==> src/include/serdes_defs.svh <==
`ifndef SERDES_DEFS_SVH
`define SERDES_DEFS_SVH

////////////////////////////////////////////////////////////
// serial link sizing

// bits per serial word, 2 to 8
`define SER_WIDTH 8

// training word periods after reset
`define TRAIN_WORDS 16

// consecutive good training words before lock
`define LOCK_COUNT 4

// deepest line delay in cycles, matches delay_t range
`define MAX_DELAY 15

`endif

==> src/rtl/serdes_pkg.sv <==
package serdes_pkg;

`include "serdes_defs.svh"

    ////////////////////////////////////////////////////////////
    // data path widths

    typedef logic [`SER_WIDTH-1:0] word_t;   // one parallel word
    typedef logic [3:0]            delay_t;  // line delay select, 0 to 15
    typedef logic [2:0]            bit_cnt_t; // bit slot inside a word period
    typedef logic [4:0]            word_cnt_t; // training words and match runs

    ////////////////////////////////////////////////////////////
    // state machines

    typedef enum logic {
        SER_TRAIN,  // fixed training word on the line
        SER_DATA    // switch word on the line
    } ser_state_t;

    typedef enum logic {
        DES_SEARCH, // hunting for the word boundary
        DES_LOCKED  // boundary found, words valid
    } des_state_t;

endpackage

==> src/rtl/word_serializer.sv <==
`timescale 1ns/1ns
`include "serdes_defs.svh"

module word_serializer import serdes_pkg::*; (
    input  logic       CLK,
    input  logic       rst,
    input  logic [7:0] sw,
    output logic       ser_bit
);

    // single one then zeros, every rotation is distinct
    localparam word_t TRAIN_WORD = {1'b1, {(`SER_WIDTH - 1){1'b0}}};

    ser_state_t state;
    word_cnt_t  train_cnt;   // training periods already sent
    bit_cnt_t   bit_cnt;
    word_t      shift_reg;
    word_t      sw_word;
    logic       last_bit;

    assign sw_word  = sw[`SER_WIDTH-1:0];   // upper switches ignored
    assign last_bit = (bit_cnt == bit_cnt_t'(`SER_WIDTH - 1));
    assign ser_bit  = shift_reg[`SER_WIDTH-1]; // msb first

    ////////////////////////////////////////////////////////////
    // word period counter

    always_ff @(posedge CLK) begin
        if (rst) begin
            bit_cnt <= '0;
        end else if (last_bit) begin
            bit_cnt <= '0;
        end else begin
            bit_cnt <= bit_cnt + 1'b1;
        end
    end

    ////////////////////////////////////////////////////////////
    // training phase, then data forever

    always_ff @(posedge CLK) begin
        if (rst) begin
            state     <= SER_TRAIN;
            train_cnt <= '0;
        end else if (last_bit && state == SER_TRAIN) begin
            if (train_cnt == word_cnt_t'(`TRAIN_WORDS - 1)) begin
                state <= SER_DATA;
            end else begin
                train_cnt <= train_cnt + 1'b1;
            end
        end
    end

    // loaded during reset so the first training msb is out right away
    always_ff @(posedge CLK) begin
        if (rst) begin
            shift_reg <= TRAIN_WORD;
        end else if (last_bit) begin
            // sw sampled here, goes out next period
            if (state == SER_TRAIN && train_cnt != word_cnt_t'(`TRAIN_WORDS - 1)) begin
                shift_reg <= TRAIN_WORD;
            end else begin
                shift_reg <= sw_word;
            end
        end else begin
            shift_reg <= shift_reg << 1;
        end
    end

    // period length depends on the counter wrapping at the right slot
    a_bit_cnt_range: assert property (
        @(posedge CLK) disable iff (rst)
        bit_cnt < `SER_WIDTH
    ) else $error("serializer bit counter out of range");

endmodule

==> src/rtl/line_delay.sv <==
`timescale 1ns/1ns
`include "serdes_defs.svh"

module line_delay import serdes_pkg::*; (
    input  logic   CLK,
    input  logic   rst,
    input  delay_t delay_sel,
    input  logic   ser_bit,
    output logic   line_bit
);

    // stage[k] holds ser_bit from k+1 cycles ago
    logic [`MAX_DELAY-1:0] stage;

    ////////////////////////////////////////////////////////////
    // skew line

    always_ff @(posedge CLK) begin
        if (rst) begin
            stage <= '0;   // line idles low
        end else begin
            stage <= {stage[`MAX_DELAY-2:0], ser_bit};
        end
    end

    // tap 0 bypasses the registers
    always_comb begin
        if (delay_sel == '0) begin
            line_bit = ser_bit;
        end else begin
            line_bit = stage[delay_sel - 1'b1];
        end
    end

    // skew is fixed between resets
    a_delay_stable: assert property (
        @(posedge CLK) disable iff (rst)
        $stable(delay_sel)
    ) else $error("delay_sel changed outside reset");

endmodule

==> src/rtl/word_deserializer.sv <==
`timescale 1ns/1ns
`include "serdes_defs.svh"

module word_deserializer import serdes_pkg::*; (
    input  logic  CLK,
    input  logic  rst,
    input  logic  line_bit,
    output word_t data_out,
    output logic  rdy
);

    localparam word_t TRAIN_WORD = {1'b1, {(`SER_WIDTH - 1){1'b0}}};

    des_state_t state;
    word_t      asm_word;     // last SER_WIDTH line bits, newest in lsb
    bit_cnt_t   bit_cnt;
    word_cnt_t  match_cnt;    // consecutive training hits
    logic       slip;         // stretches the next period by one cycle
    logic       boundary;
    logic       train_match;

    assign boundary    = (bit_cnt == bit_cnt_t'(`SER_WIDTH - 1));
    assign train_match = (asm_word == TRAIN_WORD);
    assign rdy         = (state == DES_LOCKED);

    ////////////////////////////////////////////////////////////
    // word assembly

    // free running, fills from the idle line during reset
    always_ff @(posedge CLK) begin
        asm_word <= {asm_word[`SER_WIDTH-2:0], line_bit};
    end

    ////////////////////////////////////////////////////////////
    // boundary strobe and bit slip

    always_ff @(posedge CLK) begin
        if (rst) begin
            bit_cnt <= '0;
        end else if (boundary) begin
            bit_cnt <= '0;
        end else if (!slip) begin
            bit_cnt <= bit_cnt + 1'b1;
        end
        // else hold one cycle, boundary moves one bit later
    end

    always_ff @(posedge CLK) begin
        if (rst) begin
            slip <= 1'b0;
        end else begin
            slip <= boundary && state == DES_SEARCH && !train_match;
        end
    end

    ////////////////////////////////////////////////////////////
    // lock detection

    always_ff @(posedge CLK) begin
        if (rst) begin
            state     <= DES_SEARCH;
            match_cnt <= '0;
        end else if (boundary && state == DES_SEARCH) begin
            if (train_match) begin
                if (match_cnt == word_cnt_t'(`LOCK_COUNT - 1)) begin
                    state <= DES_LOCKED;   // stays here until reset
                end
                match_cnt <= match_cnt + 1'b1;
            end else begin
                match_cnt <= '0;   // run broken, start over
            end
        end
    end

    // word output, only once aligned
    always_ff @(posedge CLK) begin
        if (rst) begin
            data_out <= '0;
        end else if (boundary && state == DES_LOCKED) begin
            data_out <= asm_word;
        end
    end

    // lock is sticky
    a_rdy_sticky: assert property (
        @(posedge CLK) disable iff (rst)
        rdy |=> rdy
    ) else $error("rdy dropped without reset");

    // nothing leaks to the output before lock
    a_data_quiet: assert property (
        @(posedge CLK) disable iff (rst)
        !rdy |=> $stable(data_out)
    ) else $error("data_out changed before lock");

endmodule

==> src/rtl/serdes_loopback.sv <==
`timescale 1ns/1ns

module serdes_loopback import serdes_pkg::*; (
    input  logic       CLK,
    input  logic       rst,
    input  logic [7:0] sw,
    input  delay_t     delay_sel,
    output word_t      data_out,
    output logic       rdy,
    output logic       ser_bit
);

    logic line_bit;   // ser_bit after the skew line

    ////////////////////////////////////////////////////////////
    // transmit side

    word_serializer u_ser (
        .CLK     (CLK),
        .rst     (rst),
        .sw      (sw),
        .ser_bit (ser_bit)
    );

    ////////////////////////////////////////////////////////////
    // line model

    line_delay u_line (
        .CLK       (CLK),
        .rst       (rst),
        .delay_sel (delay_sel),
        .ser_bit   (ser_bit),
        .line_bit  (line_bit)
    );

    ////////////////////////////////////////////////////////////
    // receive side

    word_deserializer u_des (
        .CLK      (CLK),
        .rst      (rst),
        .line_bit (line_bit),
        .data_out (data_out),
        .rdy      (rdy)
    );

endmodule

==> config.mk <==
export PLATFORM = sky130hd
export DESIGN_NAME = serdes_loopback
export DESIGN_NICKNAME = d
export VERILOG_FILES = /design/src/rtl/serdes_pkg.sv /design/src/rtl/word_serializer.sv /design/src/rtl/line_delay.sv /design/src/rtl/word_deserializer.sv /design/src/rtl/serdes_loopback.sv
export VERILOG_INCLUDE_DIRS = /design/src /design/src/include
export SDC_FILE = /design/constraint.sdc
export NUM_CORES = 1
export LEC_CHECK = 0
export BUFFER_PORTS_ARGS = -buffer_cell sky130_fd_sc_hd__buf_2
export CORE_MARGIN = 2
export CORE_UTILIZATION = 30
export CTS_CLUSTER_DIAMETER = 200
export DETAILED_ROUTE_END_ITERATION = 8
export PLACE_DENSITY_LB_ADDON = 0.12
export SLEW_MARGIN = 20
export SYNTH_ARGS = -nofsm -noshare
export SYNTH_HDL_FRONTEND = slang
export SYNTH_SLANG_ARGS = --single-unit
==> constraint.sdc <==
create_clock -name CLK -period 2.3 [get_ports CLK]
set_clock_uncertainty 0.05 [all_clocks]
set_input_delay 0.345 -clock CLK [delete_from_list [all_inputs] [get_ports CLK]]
set_output_delay 0.345 -clock CLK [all_outputs]
set_load 0.02 [all_outputs]
==> run_results.csv <==
group,metric,value,unit
cts,cts-root-to-sink-buffers,2,
worst_setup_path,timing.rr.start,"u_ser.train_cnt[0]",
cells_and_area,regMostFlops,"u_line.stage",
cts,cts_buffers,9,
routing,drc,0,
routing,first_pass_iters,2,
routing,avgViaCountPerCell,4.287,
sta,rsz0062_at_grt,"no",
cts,worstSkewPairLatency,0.33,ns
worst_setup_path,crit_path_max_fanout,6,
cts,clkSinkCount,58,
cts,cts_setup_buffers,0,
worst_setup_path,reg2regPathDepth,7,
placed_design,io_buffer_count,23,
cells_and_area,fraction_of_final_layout_cells_sized_beyond_drive_strength_1,0.2026,
worst_setup_path,setup.worst_path.end,"u_ser.train_cnt[3]",
sta,timing.final.max_slew_violations,0,
floorplan,die_width,87.81,um
worst_setup_path,crit_type,"flop to flop",
routing,routed-via-count,1406,
logic_synthesis,synth_async_reset_ratio,0,
logic_synthesis,area_share_of_the_largest_cell_type_after_synthesis,0.5511,
sta,finalHoldViolCount,0,
global_route,grt_pass1_wl,6.141,mm
cts,post_cts_resize_count,0,
cells_and_area,final-seq-area,0.001161,mm^2
cells_and_area,finalCoreUtilization,0.3726,
logic_synthesis,synth.cells.most_frequent,"58 x sky130_fd_sc_hd__dfxtp_1, 17 x sky130_fd_sc_hd__nor2_1, 16 x sky130_fd_sc_hd__nor2b_1",
global_route,overflow,0,
floorplan,floorplan.die_area,0.007710,mm^2
worst_setup_path,regToRegEndpoint,"u_ser.train_cnt[3]",
sta,timing.max_slew.rel_slack,0.6739,
placed_design,place.detailed.instances,312,
cells_and_area,fillCellCount,701,
cts,cts_tree,"done",
placed_design,gpl.final_weighted_congestion,0.7220,
floorplan,start_util,0.3101,
cts,clk_root_buffer_cell,"sky130_fd_sc_hd__clkbuf_8",
placed_design,dpl_worst_slack,0.2949,ns
worst_setup_path,worst_setup_path_end_kind,"flop",
pwr,vdd.ir_drop.worst,0.4800,mV
sta,max_clock_freq,536.2,MHz
logic_synthesis,post_synth.cell_area_avg,10.64,um^2
logic_synthesis,ys_ff_latch,58,
logic_synthesis,synth.area.top_cells,"sky130_fd_sc_hd__dfxtp_1 55%, sky130_fd_sc_hd__ha_1 5.3%, sky130_fd_sc_hd__nor2b_1 4.8%, sky130_fd_sc_hd__mux4_1 3.7%, sky130_fd_sc_hd__nor2_1 3.0%",
cts,cts_htree_levels,3,
cells_and_area,area_of_combinational_cells_with_multiple_inputs,893.4,um^2
logic_synthesis,flip_flop_cell_with_the_highest_count_after_synthesis,"sky130_fd_sc_hd__dfxtp_1",
logic_synthesis,synth.most_common_cell,"sky130_fd_sc_hd__dfxtp_1",
routing,postRouteAntennaNets,0,
floorplan,dieHeight,87.81,um
sta,fin_crit_sh,0.8109,
cells_and_area,final_cells,328,
flow_run,max-cap-violations,0,
global_route,grt_max_degree,25,
logic_synthesis,mappedNetlistArea,0.002107,mm^2
worst_setup_path,cp_data_required_time,2.47,ns
logic_synthesis,synth_cell_type_count,32,
placed_design,detailedPlacementHpwl,2.400,mm
cells_and_area,layout.nets,250,
sta,shortest_period_the_worst_path_allows,1.865,ns
global_route,grt_antenna_before_repair,0,
cells_and_area,max_ffs_per_register,15,
logic_synthesis,yosysTopAreaCell,"sky130_fd_sc_hd__dfxtp_1",
sta,slew_at_the_pin_closest_to_its_max_slew_limit,0.4882,ns
worst_setup_path,critical_path.startpoint_type,"flop",
worst_setup_path,reg2reg_setup_slack,0.44,ns
routing,final_wl,3.489,mm
worst_hold_path,worst_hold_startpoint,"sw[0]",
pwr,cellLeakagePower,1.057,nW
status,status,"complete, no violations",
pwr,power_density,819.4,mW/mm^2
sta,post-route-worst-setup-slack,0.4350,ns
routing,first_iter_violations,43,
logic_synthesis,synth_nets,221,
logic_synthesis,number_of_synthesized_flops_with_an_enable_pin,0,
global_route,grt_pass1_vias,1390,
floorplan,fp-row-count,30,
cells_and_area,antenna-diode-count,0,
logic_synthesis,synth-warning-count,0,
cts,clk_pin_slew,0.06,ns
cts,cts.hold.buffers_added,0,
sta,setup_tns_after_final_layout,0,ns
sta,setup-violations-final,0,
routing,wl_per_cell,10.64,um
cells_and_area,area_delta_synth_final,20.13,%
worst_hold_path,holdCritPathClass,"primary input to flop",
logic_synthesis,synthesis.instances,198,
global_route,global_route.usage.total,0.1068,
floorplan,ios,24,
floorplan,floorplan.core_area,0.006794,mm^2
pwr,fin_total_pwr,2.074,mW
worst_setup_path,critical_path_arrival,2.03,ns
worst_setup_path,cp-startpoint,"u_ser.train_cnt[0]",
logic_synthesis,synth.yosys.seq_area_share,0.5511,
-- worst min path at each step --
stage	endpoint	slack [ns]	cells after the start
2_1_floorplan	u_des.asm_word[7]	0.30	0
3_5_place_dp	u_des.asm_word[5]	0.31	0
3_3_place_gp	u_des.asm_word[5]	0.31	0
6_report	u_ser.shift_reg[0]	0.16	2
4_1_cts	u_ser.shift_reg[0]	0.13	2
5_1_grt	u_ser.shift_reg[5]	0.15	2
-- layer usage --
layer / share of wire / GRT usage / up-vias
met1: 0.49 / 0.1209 / 628
met5: 0 / 0 / -
met2: 0.44 / 0.1618 / 29
li1: - / - / 741
met4: 0.018 / 0.05035 / 0
met3: 0.055 / 0.06221 / 8
-- stage by stage --
stage,hold WS [ns],area (um^2)
CTS,0.1324,2531
finish,0.1582,2531
global route,0.1512,2531
detailed placement,0.3098,2327
floorplan,0.3012,2107
global placement,0.3080,2327
-- report_power, final --
part / switching (mW) / internal (mW) / total [mW]
clock network: 0.388 / 0.553 / 0.941
registers: 0.0169 / 1.03 / 1.05
logic: 0.0444 / 0.0384 / 0.0828
-- cell type report --
class                           count  area share
Clock buffer                       11     0.05981
Clock inverter                      5     0.02076
Inverter                            4    0.005932
Multi-Input combinational cell    128      0.3529
Sequential cell                    58      0.4587
Tap cell                           96     0.04745
Timing Repair Buffer               26     0.05437
-- cell usage in the layout (no fill, tap or decap), types with 4 or more instances in the layout --
master	count
sky130_fd_sc_hd__xor2_1	7
sky130_fd_sc_hd__mux2i_1	4
sky130_fd_sc_hd__dfxtp_1	58
sky130_fd_sc_hd__inv_1	4
sky130_fd_sc_hd__a21oi_1	12
sky130_fd_sc_hd__nor2_1	17
sky130_fd_sc_hd__nor2b_1	16
sky130_fd_sc_hd__buf_2	23
sky130_fd_sc_hd__nand2_1	14
sky130_fd_sc_hd__clkbuf_8	11
sky130_fd_sc_hd__nand3_1	9
sky130_fd_sc_hd__nor3_1	7
sky130_fd_sc_hd__a22o_1	6
sky130_fd_sc_hd__ha_1	9
-- cell families (layout without fill, tap and decap cells) --
kind of cell / count (synthesis) / count (layout) / share of synthesized area
simple gates: 76 / 76 / 0.1865
buf+inv: 12 / 46 / 0.02494
flops: 58 / 58 / 0.5511
xor+xnor: 9 / 9 / 0.03741
compound gates: 25 / 25 / 0.07958
mux: 9 / 9 / 0.06710
fa+ha+maj: 9 / 9 / 0.05345
-- critical path, stage by stage, from the launching register on --
cell                      delay (ns)
sky130_fd_sc_hd__dfxtp_1        0.33
sky130_fd_sc_hd__ha_1           0.21
sky130_fd_sc_hd__and3_1         0.19
sky130_fd_sc_hd__ha_1           0.21
sky130_fd_sc_hd__nor3b_2        0.38
sky130_fd_sc_hd__nand4_1        0.17
sky130_fd_sc_hd__xor2_1         0.16
sky130_fd_sc_hd__nor2_1         0.05
No activity file was read; power rests on OpenSTA's default activity.
